File: src/hdl/fe_pkg.sv
// Front end shared types
`default_nettype none

package fe_pkg;

  // Widths ----------------------------------
  localparam int WORD_W = 16;  // Machine word
  localparam int REG_W  = 4;   // Register number
  localparam int EXT_W  = 2;   // Extension word count, 0 to 2

  // Symbolic operand offset, the PC has already moved past the word
  localparam logic [WORD_W-1:0] SYMB_ADJ = 16'hFFFE;

  // Fetch sequencing ------------------------
  typedef enum logic [2:0] {
    S_OPC,   // Opcode read issued
    S_DEC,   // Opcode on the bus
    S_EXT1,  // First extension word on the bus
    S_EXT2,  // Second extension word on the bus
    S_OUT    // Instruction offered downstream
  } fetch_state_e;

  // Instruction format, from bits 15:13
  typedef enum logic [1:0] {
    TYPE_SO,   // 000
    TYPE_JMP,  // 001
    TYPE_TO    // Everything else
  } inst_type_e;

  // Opcodes ---------------------------------
  typedef enum logic [2:0] {
    RRC, SWPB, RRA, SXT, PUSH, CALL, RETI,
    SO_NONE    // Also the illegal code 7
  } so_op_e;

  // Jump condition, bits 12:10
  typedef enum logic [2:0] {
    JNE, JEQ, JNC, JC, JN, JGE, JL, JMP
  } jmp_op_e;

  // Bits 15:12, codes 0 to 3 are not two-operand
  typedef enum logic [3:0] {
    TO_NONE = 4'h0,
    MOV     = 4'h4, ADD  = 4'h5, ADDC = 4'h6, SUBC = 4'h7,
    SUB     = 4'h8, CMP  = 4'h9, DADD = 4'hA, BIT  = 4'hB,
    BIC     = 4'hC, BIS  = 4'hD, XOR  = 4'hE, AND  = 4'hF
  } to_op_e;

  // Addressing modes ------------------------
  typedef enum logic [2:0] {
    REG, IDX, INDIR, INDIR_INC, SYMB, IMM, ABS, CONST
  } src_mode_e;

  typedef enum logic [2:0] {
    D_NONE,  // No destination operand
    D_REG, D_IDX, D_SYMB, D_ABS
  } dst_mode_e;

endpackage

`default_nettype wire

File: src/hdl/fe_fetch_fsm.sv
// Fetch sequencer
`default_nettype none

module fe_fetch_fsm (
  input  logic                     mclk,
  input  logic                     puc,
  input  logic [fe_pkg::EXT_W-1:0] i_ext_cnt_nxt,  // From opcode on the bus
  input  logic [fe_pkg::EXT_W-1:0] i_ext_cnt,      // Latched with the opcode
  input  logic                     i_inst_ready,
  input  logic                     i_pc_sw_wr,
  output logic                     o_mb_en,
  output logic                     o_fetch,
  output logic                     o_load,
  output logic                     o_cap_opc,
  output logic                     o_cap_ext1,
  output logic                     o_cap_ext2,
  output logic                     o_inst_valid
);
  import fe_pkg::*;

  fetch_state_e state;
  fetch_state_e state_nxt;
  logic         rd;    // Memory read this cycle
  logic         xfer;  // Instruction handed over

  assign xfer = (state == S_OUT) & i_inst_ready;

  // Next state and read request
  // ----------------------------------------
  always_comb
  begin
    state_nxt = state;
    rd        = 1'b0;
    case (state)
      S_OPC:
      begin
        rd        = ~puc;  // First opcode once reset is gone
        state_nxt = S_DEC;
      end
      S_DEC:
      begin
        if (i_ext_cnt_nxt != 2'd0)
        begin
          rd        = 1'b1;  // First extension read overlaps decode
          state_nxt = S_EXT1;
        end
        else
          state_nxt = S_OUT;
      end
      S_EXT1:
      begin
        if (i_ext_cnt == 2'd2)
        begin
          rd        = 1'b1;
          state_nxt = S_EXT2;
        end
        else
          state_nxt = S_OUT;
      end
      S_EXT2:  state_nxt = S_OUT;
      S_OUT:
      begin
        // Hold here without reads until the executor takes it
        if (i_inst_ready)
        begin
          rd        = 1'b1;  // Next opcode in the handover cycle
          state_nxt = S_DEC;
        end
      end
      default: state_nxt = S_OPC;
    endcase
  end

  always_ff @(posedge mclk or posedge puc)
  begin
    if (puc)
      state <= S_OPC;
    else
      state <= state_nxt;
  end

  // Strobes
  // ----------------------------------------
  assign o_mb_en      = rd;
  assign o_fetch      = rd;                  // PC steps with every read
  assign o_load       = xfer & i_pc_sw_wr;   // Redirect only on handover
  assign o_cap_opc    = (state == S_DEC);
  assign o_cap_ext1   = (state == S_EXT1);
  assign o_cap_ext2   = (state == S_EXT2);
  assign o_inst_valid = (state == S_OUT);

endmodule

`default_nettype wire

File: src/hdl/fe_pc_counter.sv
// Program counter
`default_nettype none

module fe_pc_counter #(
  parameter logic [fe_pkg::WORD_W-1:0] RESET_VECTOR = 16'h0000  // First fetch address
) (
  input  logic                      mclk,
  input  logic                      puc,
  input  logic                      i_fetch,  // Read issued at o_mab
  input  logic                      i_load,   // Redirect requested
  input  logic [fe_pkg::WORD_W-1:0] i_pc_sw,  // Redirect target
  output logic [fe_pkg::WORD_W-1:0] o_mab
);
  import fe_pkg::*;

  logic [WORD_W-1:0] pc;
  logic [WORD_W-1:0] pc_inc;

  // Redirect target goes straight to the bus in the same cycle
  assign o_mab  = i_load ? i_pc_sw : pc;
  assign pc_inc = o_mab + WORD_W'(2);  // Word step

  always_ff @(posedge mclk or posedge puc)
  begin
    if (puc)
      pc <= RESET_VECTOR;
    else if (i_fetch)
      pc <= pc_inc;  // Past the word just read
  end

endmodule

`default_nettype wire

File: src/hdl/fe_opcode_decoder.sv
// Opcode decoder
`default_nettype none

module fe_opcode_decoder (
  input  logic                      mclk,
  input  logic                      puc,
  input  logic [fe_pkg::WORD_W-1:0] i_ir,           // Memory data bus
  input  logic                      i_cap_opc,      // Opcode is on i_ir
  output logic [fe_pkg::EXT_W-1:0]  o_ext_cnt_nxt,
  output logic [fe_pkg::EXT_W-1:0]  o_ext_cnt,
  output logic                      o_has_sext,     // First extension is source
  output logic [fe_pkg::WORD_W-1:0] o_sext_pre,     // Constant or jump offset
  output logic                      o_sext_pre_ld,
  output fe_pkg::inst_type_e        o_inst_type,
  output fe_pkg::so_op_e            o_so_op,
  output fe_pkg::jmp_op_e           o_jmp_op,
  output fe_pkg::to_op_e            o_to_op,
  output logic [fe_pkg::REG_W-1:0]  o_src_reg,
  output logic [fe_pkg::REG_W-1:0]  o_dst_reg,
  output fe_pkg::src_mode_e         o_src_mode,
  output fe_pkg::dst_mode_e         o_dst_mode,
  output logic                      o_inst_bw
);
  import fe_pkg::*;

  inst_type_e        type_nxt;
  logic [REG_W-1:0]  src_reg_nxt;
  logic [1:0]        as_fld;       // As field
  src_mode_e         src_mode_nxt;
  dst_mode_e         dst_mode_nxt;
  logic [WORD_W-1:0] const_val;
  logic              sext_need;
  logic              dext_need;

  // Format and registers
  // ----------------------------------------
  always_comb
  begin
    if (i_ir[15:13] == 3'b000)
      type_nxt = TYPE_SO;
    else if (i_ir[15:13] == 3'b001)
      type_nxt = TYPE_JMP;
    else
      type_nxt = TYPE_TO;
  end

  // Single-operand keeps its operand in the low nibble
  assign src_reg_nxt = (type_nxt == TYPE_SO) ? i_ir[3:0] : i_ir[11:8];
  assign as_fld      = i_ir[5:4];

  // Source mode ------------------------------
  always_comb
  begin
    if (type_nxt == TYPE_JMP)
      src_mode_nxt = REG;
    else if (src_reg_nxt == 4'h3)
      src_mode_nxt = CONST;  // CG2, every As value
    else if (src_reg_nxt == 4'h2)
    begin
      case (as_fld)          // SR doubles as CG1
        2'b00:   src_mode_nxt = REG;
        2'b01:   src_mode_nxt = ABS;
        default: src_mode_nxt = CONST;
      endcase
    end
    else if (src_reg_nxt == 4'h0)
    begin
      case (as_fld)          // PC relative forms
        2'b00:   src_mode_nxt = REG;
        2'b01:   src_mode_nxt = SYMB;
        2'b10:   src_mode_nxt = INDIR;
        default: src_mode_nxt = IMM;
      endcase
    end
    else
    begin
      case (as_fld)
        2'b00:   src_mode_nxt = REG;
        2'b01:   src_mode_nxt = IDX;
        2'b10:   src_mode_nxt = INDIR;
        default: src_mode_nxt = INDIR_INC;
      endcase
    end
  end

  // Generated constants, only used in CONST mode
  always_comb
  begin
    if (src_reg_nxt == 4'h2)
      const_val = as_fld[0] ? 16'h0008 : 16'h0004;
    else
    begin
      case (as_fld)
        2'b00:   const_val = 16'h0000;
        2'b01:   const_val = 16'h0001;
        2'b10:   const_val = 16'h0002;
        default: const_val = 16'hFFFF;
      endcase
    end
  end

  // Destination mode, Ad is bit 7
  always_comb
  begin
    if (type_nxt != TYPE_TO)
      dst_mode_nxt = D_NONE;
    else if (!i_ir[7])
      dst_mode_nxt = D_REG;
    else if (i_ir[3:0] == 4'h2)
      dst_mode_nxt = D_ABS;
    else if (i_ir[3:0] == 4'h0)
      dst_mode_nxt = D_SYMB;
    else
      dst_mode_nxt = D_IDX;
  end

  // Extension words and preset
  // ----------------------------------------
  assign sext_need = (src_mode_nxt == IDX) | (src_mode_nxt == SYMB) |
                     (src_mode_nxt == ABS) | (src_mode_nxt == IMM);
  assign dext_need = (dst_mode_nxt == D_IDX) | (dst_mode_nxt == D_SYMB) |
                     (dst_mode_nxt == D_ABS);

  assign o_ext_cnt_nxt = {1'b0, sext_need} + {1'b0, dext_need};

  assign o_sext_pre_ld = (src_mode_nxt == CONST) | (type_nxt == TYPE_JMP);
  // Jump offset is in words, signed
  assign o_sext_pre    = (type_nxt == TYPE_JMP) ? {{5{i_ir[9]}}, i_ir[9:0], 1'b0} :
                                                  const_val;

  always_ff @(posedge mclk or posedge puc)
  begin
    if (puc)
    begin
      o_inst_type <= TYPE_SO;
      o_so_op     <= SO_NONE;
      o_jmp_op    <= JNE;
      o_to_op     <= TO_NONE;
      o_src_reg   <= '0;
      o_dst_reg   <= '0;
      o_src_mode  <= REG;
      o_dst_mode  <= D_NONE;
      o_inst_bw   <= 1'b0;
      o_ext_cnt   <= '0;
      o_has_sext  <= 1'b0;
    end
    else if (i_cap_opc)
    begin
      o_inst_type <= type_nxt;
      o_so_op     <= (type_nxt == TYPE_SO) ? so_op_e'(i_ir[9:7]) : SO_NONE;
      o_jmp_op    <= (type_nxt == TYPE_JMP) ? jmp_op_e'(i_ir[12:10]) : JNE;
      o_to_op     <= (type_nxt == TYPE_TO) ? to_op_e'(i_ir[15:12]) : TO_NONE;
      o_src_reg   <= src_reg_nxt;
      o_dst_reg   <= i_ir[3:0];
      o_src_mode  <= src_mode_nxt;
      o_dst_mode  <= dst_mode_nxt;
      o_inst_bw   <= i_ir[6] & (type_nxt != TYPE_JMP);  // No B/W bit in jumps
      o_ext_cnt   <= o_ext_cnt_nxt;
      o_has_sext  <= sext_need;
    end
  end

endmodule

`default_nettype wire

File: src/hdl/fe_ext_words.sv
// Extension word registers
`default_nettype none

module fe_ext_words (
  input  logic                      mclk,
  input  logic                      puc,
  input  logic [fe_pkg::WORD_W-1:0] i_ir,           // Memory data bus
  input  logic                      i_cap_opc,
  input  logic                      i_cap_ext1,
  input  logic                      i_cap_ext2,
  input  logic                      i_has_sext,     // Route first word to source
  input  fe_pkg::src_mode_e         i_src_mode,
  input  fe_pkg::dst_mode_e         i_dst_mode,
  input  logic [fe_pkg::WORD_W-1:0] i_sext_pre,
  input  logic                      i_sext_pre_ld,
  output logic [fe_pkg::WORD_W-1:0] o_inst_sext,
  output logic [fe_pkg::WORD_W-1:0] o_inst_dext
);
  import fe_pkg::*;

  logic [WORD_W-1:0] src_word;  // Bus word, corrected for source
  logic [WORD_W-1:0] dst_word;  // Bus word, corrected for destination
  logic              dext_wr;

  // Symbolic correction
  // ----------------------------------------
  // Modes are already latched when the extension words arrive
  assign src_word = i_ir + ((i_src_mode == SYMB) ? SYMB_ADJ : '0);
  assign dst_word = i_ir + ((i_dst_mode == D_SYMB) ? SYMB_ADJ : '0);

  // Destination takes the only word or the second one
  assign dext_wr  = (i_cap_ext1 & ~i_has_sext) | i_cap_ext2;

  // Source extension
  // ----------------------------------------
  always_ff @(posedge mclk or posedge puc)
  begin
    if (puc)
      o_inst_sext <= '0;
    else if (i_cap_opc & i_sext_pre_ld)
      o_inst_sext <= i_sext_pre;    // Constant or jump offset
    else if (i_cap_ext1 & i_has_sext)
      o_inst_sext <= src_word;
  end

  // Destination extension
  always_ff @(posedge mclk or posedge puc)
  begin
    if (puc)
      o_inst_dext <= '0;
    else if (dext_wr)
      o_inst_dext <= dst_word;
  end

endmodule

`default_nettype wire

File: src/hdl/fe_top.sv
// Fetch and decode front end
`default_nettype none

module fe_top #(
  parameter logic [fe_pkg::WORD_W-1:0] RESET_VECTOR = 16'hF000  // Start address
) (
  input  logic                      mclk,
  input  logic                      puc,
  // Program memory
  input  logic [fe_pkg::WORD_W-1:0] i_mdb_in,
  output logic [fe_pkg::WORD_W-1:0] o_mab,
  output logic                      o_mb_en,
  // Executor side
  input  logic                      i_inst_ready,
  input  logic                      i_pc_sw_wr,
  input  logic [fe_pkg::WORD_W-1:0] i_pc_sw,
  output logic                      o_inst_valid,
  output fe_pkg::inst_type_e        o_inst_type,
  output fe_pkg::so_op_e            o_so_op,
  output fe_pkg::jmp_op_e           o_jmp_op,
  output fe_pkg::to_op_e            o_to_op,
  output logic [fe_pkg::REG_W-1:0]  o_src_reg,
  output logic [fe_pkg::REG_W-1:0]  o_dst_reg,
  output fe_pkg::src_mode_e         o_src_mode,
  output fe_pkg::dst_mode_e         o_dst_mode,
  output logic                      o_inst_bw,
  output logic [fe_pkg::WORD_W-1:0] o_inst_sext,
  output logic [fe_pkg::WORD_W-1:0] o_inst_dext
);
  import fe_pkg::*;

  logic [EXT_W-1:0]  ext_cnt_nxt;
  logic [EXT_W-1:0]  ext_cnt;
  logic              has_sext;
  logic [WORD_W-1:0] sext_pre;
  logic              sext_pre_ld;
  logic              fetch;      // PC step
  logic              load;       // PC redirect
  logic              cap_opc;
  logic              cap_ext1;
  logic              cap_ext2;

  // Sequencing ------------------------------
  fe_fetch_fsm u_fsm (
    .mclk          (mclk),
    .puc           (puc),
    .i_ext_cnt_nxt (ext_cnt_nxt),
    .i_ext_cnt     (ext_cnt),
    .i_inst_ready  (i_inst_ready),
    .i_pc_sw_wr    (i_pc_sw_wr),
    .o_mb_en       (o_mb_en),
    .o_fetch       (fetch),
    .o_load        (load),
    .o_cap_opc     (cap_opc),
    .o_cap_ext1    (cap_ext1),
    .o_cap_ext2    (cap_ext2),
    .o_inst_valid  (o_inst_valid)
  );

  fe_pc_counter #(
    .RESET_VECTOR (RESET_VECTOR)
  ) u_pc (
    .mclk    (mclk),
    .puc     (puc),
    .i_fetch (fetch),
    .i_load  (load),
    .i_pc_sw (i_pc_sw),
    .o_mab   (o_mab)
  );

  // Decode ----------------------------------
  fe_opcode_decoder u_dec (
    .mclk          (mclk),
    .puc           (puc),
    .i_ir          (i_mdb_in),  // Read data is the instruction word
    .i_cap_opc     (cap_opc),
    .o_ext_cnt_nxt (ext_cnt_nxt),
    .o_ext_cnt     (ext_cnt),
    .o_has_sext    (has_sext),
    .o_sext_pre    (sext_pre),
    .o_sext_pre_ld (sext_pre_ld),
    .o_inst_type   (o_inst_type),
    .o_so_op       (o_so_op),
    .o_jmp_op      (o_jmp_op),
    .o_to_op       (o_to_op),
    .o_src_reg     (o_src_reg),
    .o_dst_reg     (o_dst_reg),
    .o_src_mode    (o_src_mode),
    .o_dst_mode    (o_dst_mode),
    .o_inst_bw     (o_inst_bw)
  );

  fe_ext_words u_ext (
    .mclk          (mclk),
    .puc           (puc),
    .i_ir          (i_mdb_in),
    .i_cap_opc     (cap_opc),
    .i_cap_ext1    (cap_ext1),
    .i_cap_ext2    (cap_ext2),
    .i_has_sext    (has_sext),
    .i_src_mode    (o_src_mode),
    .i_dst_mode    (o_dst_mode),
    .i_sext_pre    (sext_pre),
    .i_sext_pre_ld (sext_pre_ld),
    .o_inst_sext   (o_inst_sext),
    .o_inst_dext   (o_inst_dext)
  );

endmodule

`default_nettype wire

File: config.mk
export PLATFORM = sky130hd
export DESIGN_NAME = fe_top
export DESIGN_NICKNAME = d
export VERILOG_FILES = /design/src/hdl/fe_pkg.sv /design/src/hdl/fe_fetch_fsm.sv /design/src/hdl/fe_pc_counter.sv /design/src/hdl/fe_opcode_decoder.sv /design/src/hdl/fe_ext_words.sv /design/src/hdl/fe_top.sv
export SDC_FILE = /design/constraint.sdc
export NUM_CORES = 1
export LEC_CHECK = 0
export ABC_AREA = 1
export BUFFER_PORTS_ARGS = -buffer_cell sky130_fd_sc_hd__buf_2
export CORE_MARGIN = 2
export CORE_UTILIZATION = 57
export CTS_CLUSTER_DIAMETER = 40
export CTS_CLUSTER_SIZE = 10
export DETAILED_ROUTE_END_ITERATION = 12
export PLACE_DENSITY = 0.93
export SLEW_MARGIN = 40
export SYNTH_ARGS = -nofsm -noshare
export SYNTH_HDL_FRONTEND = slang
export SYNTH_HIERARCHICAL = 1
export SYNTH_SLANG_ARGS = --single-unit
File: constraint.sdc
create_clock -name mclk -period 3.3 [get_ports mclk]
set_input_delay 0.33 -clock mclk [delete_from_list [all_inputs] [get_ports mclk]]
set_output_delay 0.33 -clock mclk [all_outputs]
set_load 0.005 [all_outputs]
Word level (Yosys, flattened, before mapping):

Cells that the tools add are included.

* bits in registers: 81
* bits of input ports: 36
* word-level logic and storage cells: 102
* output and inout bits: 77

* equal/unequal tests: 26
* bitwise operators: 15
* reductions and logical operators: 8
* muxes and demuxes: 34
* add/subtract/negate cells: 4

Operators with widths (number)
* $mux 16: 7
* $pmux 16 s3: 1
* $mux 3: 12
* $add 16x16->16: 2
* $eq 3x3->1 const B: 7
* $add 16x2->16 const B: 1
* $eq 3x2->1 const B: 5
* $pmux 3 s5: 1
* $eq 4x2->1 const B: 3
* $mux 4: 3
* $eq 3x1->1 const B: 3
* $pmux 3 s3: 1
* $logic_not 4->1: 2
* $or 1x1->1: 7
* $and 1x1->1: 6
* $eq 2x2->1 const B: 3
* $logic_not 3->1: 2
* $pmux 2 s3: 1
* $pmux 3 s2: 1
* $eq 2x1->1 const B: 2
* $logic_not 2->1: 2
* $mux 1: 4
* $mux 2: 2
* $ne 2x2->1 const B: 2
* other kinds (5): 7

Longest topological paths before layout:

Gate-level depths: netlist (run 1).

* depth after elaboration: 18
* mapped depth: 21
* mapped depth without buffers: 20

By module:

Netlist (run 1), hierarchy kept.

Modules (own cells, without submodules)
* fe_ext_words: cells each 477, seq. area each 800.8 um^2, area each 2975.4 um^2, times used 1
* fe_opcode_decoder: cells each 211, seq. area each 754.5 um^2, area each 1600.3 um^2, times used 1
* fe_pc_counter: cells each 179, seq. area each 405.4 um^2, area each 1256.2 um^2, times used 1
* fe_fetch_fsm: cells each 42, seq. area each 75.1 um^2, area each 262.8 um^2, times used 1

Least setup slack after synthesis (run 1):

No wires, ideal clock.

* path kind: input port to flip-flop
* from: input port i_mdb_in[15] (netlist bit)
* to: register u_pc.pc[1]
* arrival: 2484 ps
* library setup time: 128 ps
* path buffers: 2
* cell stages on the path: 21
* slack: 688 ps
* required time: 3172 ps
* cells stage by stage: nor2_2 > nand2_2 > buf_6 > nand2_2 > nand2_2 > nor2_4 > nand3_1 > nand2_1 > nand2_2 > nand2_1 > nand2_1 > and2_1 > ha_1 > nor2_1 > nor2_1 > nor2_1 > nand2_1 > clkinv_1 > buf_6 > nand2_1 > o21ai_0

* longest elaborated chain between the ends: 18
* elaborated cells between the ends (all ways): 32
* those cells by class: add/sub (1); eq/ne (12); mux (10); bitwise (5); reduce/logical (4)

RTL lines
* from (decl): line fe_top.sv:10 `input logic [fe_pkg::WORD_W-1:0] i_mdb_in,`
* $eq 3x1->1: line fe_opcode_decoder.sv:41 `else if (i_ir[15:13] == 3'b001)`
* $mux 2: line fe_opcode_decoder.sv:41
* $mux 2 (*): line fe_opcode_decoder.sv:39 `if (i_ir[15:13] == 3'b000)`
* $logic_not 2->1: line fe_opcode_decoder.sv:48 `assign src_reg_nxt = (type_nxt == TYPE_SO) ? i_ir[3:0] : i_ir[11:8];`
* $mux 4: line fe_opcode_decoder.sv:48
* $logic_not 4->1: line fe_opcode_decoder.sv:66 `else if (src_reg_nxt == 4'h0)`
* $mux 3: line fe_opcode_decoder.sv:66
* $mux 3: line fe_opcode_decoder.sv:58 `else if (src_reg_nxt == 4'h2)`
* [5 not listed]
* $or 1x1->1 (*): line fe_opcode_decoder.sv:120 `(src_mode_nxt == ABS) | (src_mode_nxt == IMM);`
* net u_dec.sext_need: line fe_opcode_decoder.sv:32 `logic sext_need;`
* $add 1x1->2 (*): line fe_opcode_decoder.sv:124 `assign o_ext_cnt_nxt = {1'b0, sext_need} + {1'b0, dext_need};`
* net ext_cnt_nxt[0]: line fe_top.sv:32 `logic [EXT_W-1:0] ext_cnt_nxt;`
* $reduce_bool 2->1 (*): line fe_fetch_fsm.sv:42 `if (i_ext_cnt_nxt != 2'd0)`
* $mux 1 (*): line fe_fetch_fsm.sv:42
* $pmux 1 s4 (*): line fe_fetch_fsm.sv:34 `case (state)`
* net fetch: line fe_top.sv:37 `logic fetch;`
* to (signal assigned): line fe_pc_counter.sv:28 `pc <= pc_inc;`
* to (decl): line fe_pc_counter.sv:16 `logic [WORD_W-1:0] pc;`

The timed path passes the listed nets; every way through them passes the cells marked *.
A chain may end at the register's enable or synchronous reset.

Final worst setup path (run 1):

* from: input port i_mdb_in[15] (netlist bit)
* to: output port o_mb_en

* longest elaborated chain between the ends: 18
* elaborated cells between the ends (all ways): 32
* those cells by class: add/sub (1); eq/ne (12); mux (10); bitwise (5); reduce/logical (4)

RTL lines
* $eq 3x1->1: line fe_opcode_decoder.sv:41
* $mux 2: line fe_opcode_decoder.sv:41
* $mux 2 (*): line fe_opcode_decoder.sv:39
* $logic_not 2->1: line fe_opcode_decoder.sv:48
* $mux 4: line fe_opcode_decoder.sv:48
* $logic_not 4->1: line fe_opcode_decoder.sv:66
* $mux 3: line fe_opcode_decoder.sv:66
* $mux 3: line fe_opcode_decoder.sv:58
* [3 not listed]
* $or 1x1->1 (2 in a row): line fe_opcode_decoder.sv:119 `assign sext_need = (src_mode_nxt == IDX) | (src_mode_nxt == SYMB) |`
* $or 1x1->1 (*): line fe_opcode_decoder.sv:120
* net u_dec.sext_need: line fe_opcode_decoder.sv:32
* $add 1x1->2 (*): line fe_opcode_decoder.sv:124
* net ext_cnt_nxt[0]: line fe_top.sv:32
* $reduce_bool 2->1 (*): line fe_fetch_fsm.sv:42
* $mux 1 (*): line fe_fetch_fsm.sv:42
* $pmux 1 s4 (*): line fe_fetch_fsm.sv:34
* to (decl): line fe_top.sv:12 `output logic o_mb_en,`

Marked as above.

==> results of run 1 <==
==> timing repair <==
item	in CTS	in global routing
hold buffers	1	0
endpoints found under the hold margin	3	0
buffers inserted	0	0
endpoints found under the setup margin	0	1
==> routing by layer <==
metal	global-route usage, %	up-vias	wire (um)
li1	-	3082	-
met1	37.0	2813	6550
met2	46.1	293	7160
met3	4.24	49	1170
met4	12.2	0	590
met5	0	-	0
==> cells in the final DEF, fill, tap and decap left out, types with 2 or more instances in the layout <==
cell type	instances
sky130_fd_sc_hd__nand2_2	24
sky130_fd_sc_hd__clkbuf_8	9
sky130_fd_sc_hd__dfstp_2	7
sky130_fd_sc_hd__xnor2_1	6
sky130_fd_sc_hd__inv_1	111
sky130_fd_sc_hd__a31oi_1	3
sky130_fd_sc_hd__ha_1	30
sky130_fd_sc_hd__nand3_1	76
sky130_fd_sc_hd__nand2_4	4
sky130_fd_sc_hd__inv_2	6
sky130_fd_sc_hd__o211ai_1	3
sky130_fd_sc_hd__inv_8	4
sky130_fd_sc_hd__nand3_2	2
sky130_fd_sc_hd__nor2_4	6
sky130_fd_sc_hd__buf_2	112
sky130_fd_sc_hd__o21ai_0	68
sky130_fd_sc_hd__o21a_1	2
sky130_fd_sc_hd__clkinv_1	2
sky130_fd_sc_hd__o21bai_1	4
sky130_fd_sc_hd__a21oi_1	28
sky130_fd_sc_hd__dfrtp_1	74
sky130_fd_sc_hd__nor2_2	8
sky130_fd_sc_hd__o21ai_1	3
sky130_fd_sc_hd__nor2_1	60
sky130_fd_sc_hd__buf_4	9
sky130_fd_sc_hd__nand2_1	326
sky130_fd_sc_hd__nand4_1	13
sky130_fd_sc_hd__fa_1	2
sky130_fd_sc_hd__nand3b_1	2
sky130_fd_sc_hd__xor2_1	5
sky130_fd_sc_hd__clkinvlp_4	2
==> cells by family after synthesis <==
group           after synthesis  share of synthesized area, %
simple gates                525                          37.6
flops                        81                          33.4
buf+inv                     148                          10.9
fa+ha+maj                    32                          6.82
compound gates              112                          9.69
xor+xnor                     11                          1.58
==> area by class of cell <==
type	count	area [um^2]
fill	955	3480
multi-input combinational	680	3390
sequential	81	2040
timing repair buffer	122	638
inverter	120	458
tap	136	170
clock buffer	9	124
clock inverter	7	73.8
==> per-stage QoR <==
step	hold slack [ns]	instance area, um^2	worst slack (ns)	cells
global placement	0.252	6680	0.181	1138
floorplan	0.0920	6090	0.688	909
CTS	0.236	6890	0.297	1155
global route	0.255	6890	-0.00225	1155
detailed placement	0.262	6680	0.0514	1138
finish	0.242	6890	0.208	1155
==> where the power goes <==
group	switching, uW	internal, uW	leakage, uW
combinational	1740	1040	0.00288
clock	427	296	0.0000942
sequential	266	1490	0.000994
total	2430	2820	0.00396
==> tightest hold or removal path: stages <==
cell and delay (ns):
sky130_fd_sc_hd__buf_2 0.09, sky130_fd_sc_hd__nor2_1 0.04, sky130_fd_sc_hd__a21oi_1 0.11
==> worst min path at each step <==
stage	from	end	slack, ns	depth (start not counted)
CTS	i_inst_ready	u_fsm/state[0]	0.24	3
global placement	puc	u_fsm/state[2]	0.25	2
global route	i_inst_ready	u_fsm/state[0]	0.26	3
finish	i_inst_ready	u_fsm/state[0]	0.24	3
detailed placement	puc	u_fsm/state[0]	0.26	2
floorplan	puc	u_fsm/state[0]	0.09	1
==> results.txt, run 1 <==
- Result of the run: complete, no violations
- The worst hold path belongs to the class in -> reg.
- Setup repair after global routing could not meet its margin everywhere.
- In the final layout, the registers with the most flip-flops are u_ext/o_inst_dext: 16 flops, u_ext/o_inst_sext: 16 flops, u_pc/pc: 16 flops.
- The H-tree generated during clock tree synthesis spans 3 levels.
* Post-synthesis sequential element count: 81
- A synthesized cell averages 6.70 um^2.
- Post-synthesis instance area: 6090 um^2
* Average vias per placed instance: 5.40
- CTS Sinks: 81
* Peak Freq: 323 MHz
- In the synthesized netlist the dominant register cell turns out to be sky130_fd_sc_hd__dfrtp_1.
- The number of global-route vias before repair was 5,759.
- Top cells by instance count after synthesis: 326 x sky130_fd_sc_hd__nand2_1, 113 x sky130_fd_sc_hd__inv_1, 76 x sky130_fd_sc_hd__nand3_1
* Core outline area: 10,400 um^2
* Global router's overall resource usage: 28.1%
* Slew of the pin with the lowest slew margin: 0.736 ns
* Worst reg2reg path startpoint: u_dec/o_src_mode[1]
- Post-detailed-routing wire length: 15.5 mm
- Setup TNS Final: 0 ns
- Distinct cell type count of the synthesized netlist: 39
- Family of cells with the greatest summed delay on the critical path: simple AND/OR/NAND/NOR gates
- Die outline area: 11,500 um^2
- In the post-synthesis netlist, the biggest area contributors are sky130_fd_sc_hd__dfrtp_1 30%, sky130_fd_sc_hd__nand2_1 20%, sky130_fd_sc_hd__inv_1 7.0%.
- The worst setup path is launched from a primary input.
- Clock-pin slew was measured on the worst setup and hold paths at 0.10 ns.
- Die Width: 107 um
- Detailed-placement wirelength estimate: 11.9 mm
* Required time worst endpoint: 2.97 ns
- Of the cells placed in the final design, the portion with a size suffix greater than 1 is 19.2%.
- Initial Util: 58.8%
- For this design the ratio of total power to cell area is 762 nW/um^2.
- Input and output buffers added on the ports amount to 112.
- Cells fill 66.5% of the core in the end.
- Crit-path cells: buf_2 > nor2_2 > buf_4 > nand3_1 > nand2_1 > nand2_1 > nor2_2 > nor2_1 > nand3_1 > nand3_1 > and2_1 > ha_1 > nor2_1 > nor2_1 > nor2_1 > nand2_1 > buf_2
* Routability cong.: 0.955
- DRC violation count after routing: 0
* Depth of the worst register-to-register path: 14
- Worst Setup SP: i_mdb_in[15]
* Iteration-0 DRC count of the detailed router: 530
- The first global-routing pass estimated 26.0 mm of wire.
- First-pass iteration count of the detailed router: 6
- For the worst setup path, the data arrival time is 2.76 ns.
- Post-synthesis net count: 977
- The number of slew-limit violations in the final report came to 0.
- In the final design database the tool counted 1,082 nets.
- Number of buffers between clock root and the deepest sink: 2
- Count of synthesis-stage warnings from yosys: 6
- Max transition margin: 50.6%
- At the later pin of the worst-skew pair, clock insertion delay measures 0.37 ns.
- Most common cell type on the critical path: sky130_fd_sc_hd__nor2_1
- The area growth from synthesis to layout is 13.1%.
- Gates resized during post-CTS repair numbered 0.
* Sequential-to-total area share from yosys stat: 33.4%
* Critical path's slowest cell: sky130_fd_sc_hd__ha_1
- The count of nets left with antenna violations once routing finished came out at 0.
* Shortest clock period the worst path allows after layout: 3.09 ns
- Reported leakage power: 0.00396 uW
* Total via count in the routed design: 6,237
- I/O pin cnt: 113
- WL/cell: 13.4 um
* Ys async rst share: 100%
- Of all nets on the critical path, the largest fanout is 7.
- Peak VDD IR: 0.000416 V
- Number of maximum-capacitance violations: 0
* Reg-to-reg setup timing slack: 0.64 ns
- Cell type with the largest total area after synthesis: sky130_fd_sc_hd__dfrtp_1
* Number of enable flip-flop cells after synthesis: 0
- Fin Clk Skew: 0.0111 ns
- Number of antenna repair diodes: 0
* Total congestion overflow after global routing: 0
- Logic depth of the worst setup path including buffers: 17
- Final period util: 93.7%
- Power after layout: 5250 uW
- Height of the die: 107 um
* Gate count of the mapped netlist: 909
* Max stage delay on crit path: 0.31 ns
* Initial antenna violation count: 0
* Most common cell in the netlist: sky130_fd_sc_hd__nand2_1
- Counting the buffers created by CTS gives 9.
* Site row count: 37
- TritonCTS built the clock tree.
- Critical path class: in -> out
- Critical path buffers and inverters: 3
* Final Setup Violations: 0
- The worst register-to-register path ends at u_ext/o_inst_sext[15].
- The synthesized design devotes to its leading area cell type 30.4% of total area.
- Root buffer selected by CTS: sky130_fd_sc_hd__clkbuf_8
* Capture point of the worst path: o_mb_en
- Maximum number of pins on one net before global-route repair: 33
- STA classifies the critical path endpoint as an output pin.
- Count of endpoints failing hold in the final timing report: 0
Power figures use the tool's default switching activity.
==> run 2: changes to the inputs <==
GPL_TIMING_DRIVEN = 0   (was default)
PLACE_DENSITY = 0.82   (was 0.93)
==> run 2 against run 1 <==
Clock skew shrank 0.0017 ns. Largest cell class unchanged. Largest power group unchanged. Sequential cell count is the same. Worst hold slack gained 0.0067 ns. Sequential share of layout area shrank 0.78 points.
==> results.txt, run 2 (synthesis gave the netlist of run 1 again) <==
- Result of the run: complete, no violations (unchanged).
* Leading cell type in the layout, fill and taps excluded: sky130_fd_sc_hd__nand2_1 (unchanged)
- TritonCTS clock tree: done (unchanged)
* Worst hold path type: in -> reg (unchanged)
* Worst reg2reg path startpoint: u_dec/o_dst_mode[0] (was u_dec/o_src_mode[1])
* Count of port buffers added during placement: 112 (unchanged)
* Pwr/cell area: 772 nW/um^2 (was 762 nW/um^2)
* Worst Hold Path EP: u_fsm/state[0] (unchanged)
- The number of placed instances with taps included is 1,157 (was 1,138).
- Site row count: 37 (unchanged)
- Peak Freq: 329 MHz (was 323 MHz)
* Reg clk slew, reported paths: 0.09 ns (was 0.10 ns)
- Non-Filler Instances: 1,174 (was 1,155)
- The total via count after detailed routing came to 6,156 (was 6,237).
- The worst setup path category is in -> out (unchanged).
* Number of buffers created by CTS: 9 (unchanged)
* Share of total power in sequential cells: 32.2% (was 33.4%)
* End of the worst register-to-register path: u_ext/o_inst_dext[9] (was u_ext/o_inst_sext[15])
- The cell count of the worst reg-to-reg path was 14 (unchanged).
- The detailed-placement wirelength estimate is 12.5 mm (was 11.9 mm).
- Max H-tree Level: 3 (unchanged)
- Core outline area: 10,400 um^2 (unchanged)
- Number of global-route vias before repair: 5,814 (was 5,759)
- The remaining global-route overflow came to 0 (unchanged).
* RSZ-0062 raised after global routing: false (was true)
- The arrival time at the worst endpoint was 2.71 ns (was 2.76 ns).
- Root buffer selected by CTS: sky130_fd_sc_hd__clkbuf_8 (unchanged)
* Final standard cell utilization of the core: 68.3% (was 66.5%)
* DRC violation count after routing: 0 (unchanged)
* I/O pin cnt: 113 (unchanged)
* WL/cell: 13.6 um (was 13.4 um)
* Largest fanout of any net on the critical path: 10 (was 7)
* Die outline area: 11,500 um^2 (unchanged)
- Type of element capturing the critical path: output pin (unchanged)
- The count of antenna-violating nets left after detailed routing came to 0 (unchanged).
- The final number of hold-violating endpoints was 0 (unchanged).
- The worst clock skew is 0.00935 ns (was 0.0111 ns).
* Initial antenna violation count: 0 (unchanged)
- Post-layout nets: 1,101 (was 1,082)
- Commonest non-fill, non-tap cells in the layout: 325 x sky130_fd_sc_hd__nand2_1, 117 x sky130_fd_sc_hd__buf_2, 111 x sky130_fd_sc_hd__inv_1 (was 326 x sky130_fd_sc_hd__nand2_1, 112 x sky130_fd_sc_hd__buf_2, 111 x sky130_fd_sc_hd__inv_1)
- Regs by FF count: u_ext/o_inst_dext: 16 flops, u_ext/o_inst_sext: 16 flops, u_pc/pc: 16 flops (unchanged).
- The maximum resistive drop on vdd is 0.000466 V (was 0.000416 V).
- The total leakage power is 0.00406 uW (was 0.00396 uW).
- Initial Util: 58.8% (unchanged)
* Share of final-layout standard cells stronger than drive strength 1: 20.5% (was 19.2%)
- Number of buffers between clock root and the deepest sink: 2 (unchanged)
- The number of iterations in the first detailed-routing pass was 5 (was 6).
- The overall power after layout came to 5470 uW (was 5250 uW).
* Shortest clock period the worst path allows after layout: 3.04 ns (was 3.09 ns)
- Post-detailed-routing wire length: 15.9 mm (was 15.5 mm)
- Switching power total: 2440 uW (was 2430 uW)
* Later-pin clock latency in the skew report: 0.37 ns (about the same)
- The number of filler cells placed in the layout is 985 (was 955).
* Global router's overall resource usage: 29.2% (was 28.1%)
- The switching share of power was 44.6% (was 46.2%).
- Sort of element at the start of the critical path: primary input (unchanged)
- The share of power burned in the clock network was 15.4% (was 13.8%).
* Maximum number of pins on one net before global-route repair: 33 (unchanged)
* Count of cells along the worst hold path: 3 (unchanged)
- Internal power: 3030 uW (was 2820 uW)
- The reported max-cap violation count is 0 (unchanged).
* Final Setup Violations: 0 (unchanged)
* Final period util: 92.0% (was 93.7%)
- The transition time at the pin with the least slew margin was 0.804 ns (was 0.736 ns).
- The total negative slack came to 0 ns (unchanged).
- Post-synthesis to final-layout area growth: 16.2% (was 13.1%)
- Reg-to-reg setup timing slack: 0.72 ns (was 0.64 ns)
- Global-route wire length before repair: 26.8 mm (was 26.0 mm)
* Required time worst endpoint: 2.97 ns (about the same)
* Height of the die: 107 um (unchanged)
* Origin of the worst min-delay path: i_inst_ready (unchanged)
- The iteration-0 DRC count of the detailed router was 391 (was 530).
- The final estimated routing congestion in global placement is 0.921 (was 0.955).
- Number of antenna repair diodes: 0 (unchanged)
- Max transition margin: 45.9% (was 50.6%)
* CTS Sinks: 81 (unchanged)
- Die Width: 107 um (unchanged)
* Power share of the combinational group: 52.4% (was 52.9%)
- Slew Limit Fails: 0 (unchanged)
- The via-per-instance ratio came to 5.24 (was 5.40).
[run 2: through the flow]
stage / worst slack, ns / hold slack, ns / instance area, um^2
after detailed placement: 0.0174 / 0.271 / 6830
final: 0.265 / 0.249 / 7080
after floorplan: 0.688 / 0.0920 / 6090
after global placement: 0.0693 / 0.254 / 6830
after global routing: 0.0445 / 0.252 / 7080
after CTS: 0.104 / 0.238 / 7060
[run 2: layout make-up]
cell class | instances | area (um^2) | share of cell area [%]
Multi-Input combinational cell | 680 | 3410 | 48.2
Sequential cell | 81 | 2040 | 28.8
Timing Repair Buffer | 113 | 571 | 8.06
Inverter | 120 | 459 | 6.49
Buffer | 28 | 209 | 2.95
Tap cell | 136 | 170 | 2.40
Clock buffer | 9 | 124 | 1.75
Clock inverter | 7 | 101 | 1.43
[run 2: worst max path at each step]
stage                      start    endpoint  depth (start not counted)
detailed placement  i_mdb_in[15]  u_pc/pc[1]                         22
floorplan           i_mdb_in[15]  u_pc/pc[1]                         21
global placement    i_mdb_in[15]  u_pc/pc[1]                         22
finish              i_mdb_in[15]     o_mb_en                         20
CTS                 i_mdb_in[15]     o_mb_en                         20
global route        i_mdb_in[15]     o_mb_en                         20
[run 2: repair_timing]
item / in CTS / in global routing
buffers inserted: 0 / 0
endpoints found under the setup margin: 0 / 1
gates resized for setup: 0 / 5
hold buffers: 1 / 0
endpoints found under the hold margin: 3 / 0
[run 2: critical path, cell delays in order]
cell	delay [ns]
sky130_fd_sc_hd__buf_2	0.15
sky130_fd_sc_hd__nor2_4	0.15
sky130_fd_sc_hd__nand2_2	0.07
sky130_fd_sc_hd__buf_6	0.14
sky130_fd_sc_hd__nand2_1	0.05
sky130_fd_sc_hd__nand2_1	0.08
sky130_fd_sc_hd__nand2_1	0.12
sky130_fd_sc_hd__nor2_2	0.07
sky130_fd_sc_hd__nor2_2	0.14
sky130_fd_sc_hd__nand3_2	0.11
sky130_fd_sc_hd__nand2_1	0.07
sky130_fd_sc_hd__nand2_1	0.06
sky130_fd_sc_hd__and2_1	0.16
sky130_fd_sc_hd__ha_1	0.31
sky130_fd_sc_hd__nor2_2	0.13
sky130_fd_sc_hd__nor2_1	0.06
sky130_fd_sc_hd__nor2_1	0.10
sky130_fd_sc_hd__nand2_2	0.12
sky130_fd_sc_hd__buf_4	0.15
sky130_fd_sc_hd__buf_2	0.12
[run 2: layer usage]
layer	up-vias	track usage [%]	wire length, um	part of all wire [%]
li1	3123	-	-	-
met1	2817	37.5	7080	44
met2	189	50.3	7650	48
met3	27	5.75	907	5.7
met4	0	7.88	296	1.9
met5	-	0	0	0
[run 2: power by group through the flow]
stage / Sequential [uW] / Clock (uW) / Combinational, uW
after CTS: 1770 / 857 / 2850
after global routing: 1820 / 904 / 3270
final: 1760 / 844 / 2860
after floorplan: 1770 / 0 / 1860
after detailed placement: 1780 / 0 / 2830
after global placement: 1770 / 0 / 2770
==> run 3: changes to the inputs <==
REMOVE_ABC_BUFFERS = 1   (was default)
==> run 3 against run 2 <==
Count of clock-buffer cells in the layout grew 3. Routed wire length shrank 3.1%. Cell area shrank 1.2%. Core utilization shrank 0.83 points. Global-route usage shrank 1.2 points. Highest routed layer unchanged. First-iteration DRC count grew 18%. Sequential cell count is the same. Critical endpoint unchanged.
==> results.txt, run 3 (synthesis gave the netlist of run 1 again) <==
- The most common cell after layout, fill and taps aside was sky130_fd_sc_hd__nand2_1 (unchanged).
- The maximum buffer depth of the clock tree was 2 (unchanged).
- The number of slew-limit violations in the final report was 0 (unchanged).
* Peak VDD IR: 0.000381 V (was 0.000466 V)
- Max stage delay on crit path: 0.32 ns (was 0.31 ns)
- Critical path's slowest cell: sky130_fd_sc_hd__ha_1 (unchanged)
* Total via count in the routed design: 6,046 (was 6,156)
- The number of H-tree branching levels was 3 (unchanged).
- Type of element capturing the critical path: output pin (unchanged)
- The setup violation total in the final timing report was 0 (unchanged).
- Total congestion overflow after global routing: 0 (unchanged)
- Crit-path cells: buf_2 > nor2_4 > buf_12 > inv_1 > nor2_4 > clkinvlp_4 > nand3_1 > nand3_1 > and2_1 > ha_1 > nor2_2 > nor2_1 > nor2_1 > nand2_4 > buf_2 (was buf_2 > nor2_4 > nand2_2 > buf_6 > nand2_1 > nand2_1 > nand2_1 > nor2_2 > nor2_2 > nand3_2 > nand2_1 > nand2_1 > and2_1 > ha_1 > nor2_2 > nor2_1 > nor2_1 > nand2_2 > buf_4 > buf_2).
* Height of the die: 107 um (unchanged)
- The detailed-placement wirelength estimate is 11.7 mm (was 12.5 mm).
* Site row count: 37 (unchanged)
- Maximum number of pins on one net before global-route repair: 40 (was 33)
* First-pass iteration count of the detailed router: 8 (was 5)
- The kind of start point of the critical path is a primary input (unchanged).
- The count of antenna-violating nets left after detailed routing came to 0 (unchanged).
* Count of endpoints failing hold in the final timing report: 0 (unchanged)
- Result of the run: complete, no violations (unchanged)
- The cell area power density was 766 nW/um^2 (was 772 nW/um^2).
- Worst hold path type: in -> reg (unchanged)
- Max transition margin: 48.1% (was 45.9%)
- Post-placement cell count: 1,130 (was 1,157)
* Die outline area: 11,500 um^2 (unchanged)
* I/O pin cnt: 113 (unchanged)
* CTS Sinks: 81 (unchanged)
- The die width was 107 um (unchanged).
- DRC violation count after routing: 0 (unchanged)
- The reported max-cap violation count is 0 (unchanged).
- The cell class contributing the biggest share of worst-path delay is simple AND/OR/NAND/NOR gates (unchanged).
* Post-layout nets: 1,083 (was 1,101)
- Post-synthesis to final-layout area growth: 14.7% (was 16.2%)
- Largest fanout of any net on the critical path: 16 (was 10)
* Post-detailed-routing wire length: 15.4 mm (was 15.9 mm)
* Required time worst endpoint: 2.97 ns (about the same)
- Critical path buffers and inverters: 5 (was 4)
- Iteration-0 DRC count of the detailed router: 461 (was 391)
- Average vias per placed instance: 5.23 (was 5.24)
- The clock root buffer was sky130_fd_sc_hd__clkbuf_8 (unchanged).
* Setup TNS Final: 0 ns (unchanged)
* Shortest clock period the worst path allows after layout: 3.14 ns (was 3.04 ns)
* Number of antenna repair diodes: 0 (unchanged)
- The register clock-pin slew on the reported worst setup and hold paths came to 0.09 ns (about the same).
- The final estimated routing congestion in global placement came to 0.945 (was 0.921).
* Peak Freq: 319 MHz (was 329 MHz)
* Core outline area: 10,400 um^2 (unchanged)
- Initial antenna violation count: 0 (unchanged)
* Global router's overall resource usage: 28.0% (was 29.2%)
- The starting utilization of the core area came to 58.8% (unchanged).
- Number of global-route vias before repair: 5,588 (was 5,814)
- The final cell utilization of the core is 67.4% (was 68.3%).
- Final period util: 95.0% (was 92.0%)
- The count of buffers from port buffering was 112 (unchanged).
- The total clock buffers created by CTS came to 9 (unchanged).
- WL/cell: 13.4 um (was 13.6 um)
- Non-Filler Instances: 1,156 (was 1,174)
- The transition time at the pin with the least slew margin came to 0.778 ns (was 0.804 ns).
- The arrival time at the worst endpoint is 2.81 ns (was 2.71 ns).
* Fin Clk Skew: 0.0119 ns (was 0.00935 ns)
- Reported leakage power: 0.00400 uW (was 0.00406 uW)
- TritonCTS clock tree: done (unchanged)
* Share of final-layout standard cells stronger than drive strength 1: 20.0% (was 20.5%)
* Commonest non-fill, non-tap cells in the layout: 324 x sky130_fd_sc_hd__nand2_1, 112 x sky130_fd_sc_hd__buf_2, 108 x sky130_fd_sc_hd__inv_1 (was 325 x sky130_fd_sc_hd__nand2_1, 117 x sky130_fd_sc_hd__buf_2, 111 x sky130_fd_sc_hd__inv_1)
- The wire length of the first global-routing pass was 25.8 mm (was 26.8 mm).
* Regs by FF count: u_ext/o_inst_dext: 16 flops, u_ext/o_inst_sext: 16 flops, u_pc/pc: 16 flops (unchanged)
- The worst setup path category was in -> out (unchanged).
- Later-pin clock latency in the skew report: 0.36 ns (was 0.37 ns)
==> run 3: where the power goes <==
part,switching [uW],internal (uW)
combinational,1730,1040
clock,379,451
sequential,272,1490
total,2380,2980
==> run 3: worst paths after layout <==
kind	from	end	slack, ns	cells after the start
worst max-delay path	i_mdb_in[14]	o_mb_en	0.16	15
worst min-delay path	i_inst_ready	u_fsm/state[0]	0.23	3
worst max register to register	u_fsm/state[1]	u_pc/pc[11]	0.66	12
worst min register to register	u_pc/pc[15]	u_pc/pc[15]	0.47	2
max in group asynchronous	puc	u_ext/o_inst_dext[12]	2.11	3
min in group asynchronous	puc	u_fsm/state[2]	0.45	3
==> run 3: metal layers <==
| layer | up-vias | wire length (um) | track usage, % |
|---|---|---|---|
| met5 | - | 0 | 0 |
| met4 | 0 | 253 | 8.88 |
| met3 | 28 | 977 | 3.75 |
| met2 | 207 | 7240 | 47.3 |
| met1 | 2721 | 6970 | 37.4 |
| li1 | 3090 | - | - |
==> run 3: repair_timing <==
action / in CTS / in global routing
hold buffers: 1 / 0
setup endpoints to repair: 15 / 16
cloned: 0 / 0
pin swaps: 0 / 1
buffers inserted: 3 / 6
hold endpoints to repair: 3 / 0
resized for setup: 5 / 4
==> run 3: final cells by class <==
class                      count  area [um^2]
multi-input combinational    680         3430
sequential                    81         2040
fill                         967         3380
clock inverter                 4         77.6
timing repair buffer         123          666
clock buffer                  12          145
inverter                     120          467
tap                          136          170
==> run 3: stage by stage <==
step	total power [uW]	cell area (um^2)	hold WS, ns	setup WS [ns]
3_5_place_dp	4480	6650	0.265	-0.730
6_report	5360	6990	0.231	0.164
2_1_floorplan	3500	5890	0.0920	0.201
3_3_place_gp	4380	6620	0.248	-0.720
4_1_cts	5340	6920	0.233	0.0574
5_1_grt	5870	6990	0.265	-0.0100
==> run 3: worst min-delay path: stages <==
cell and delay, ns:
sky130_fd_sc_hd__buf_2 0.09, sky130_fd_sc_hd__nor2_1 0.04, sky130_fd_sc_hd__a21oi_1 0.10
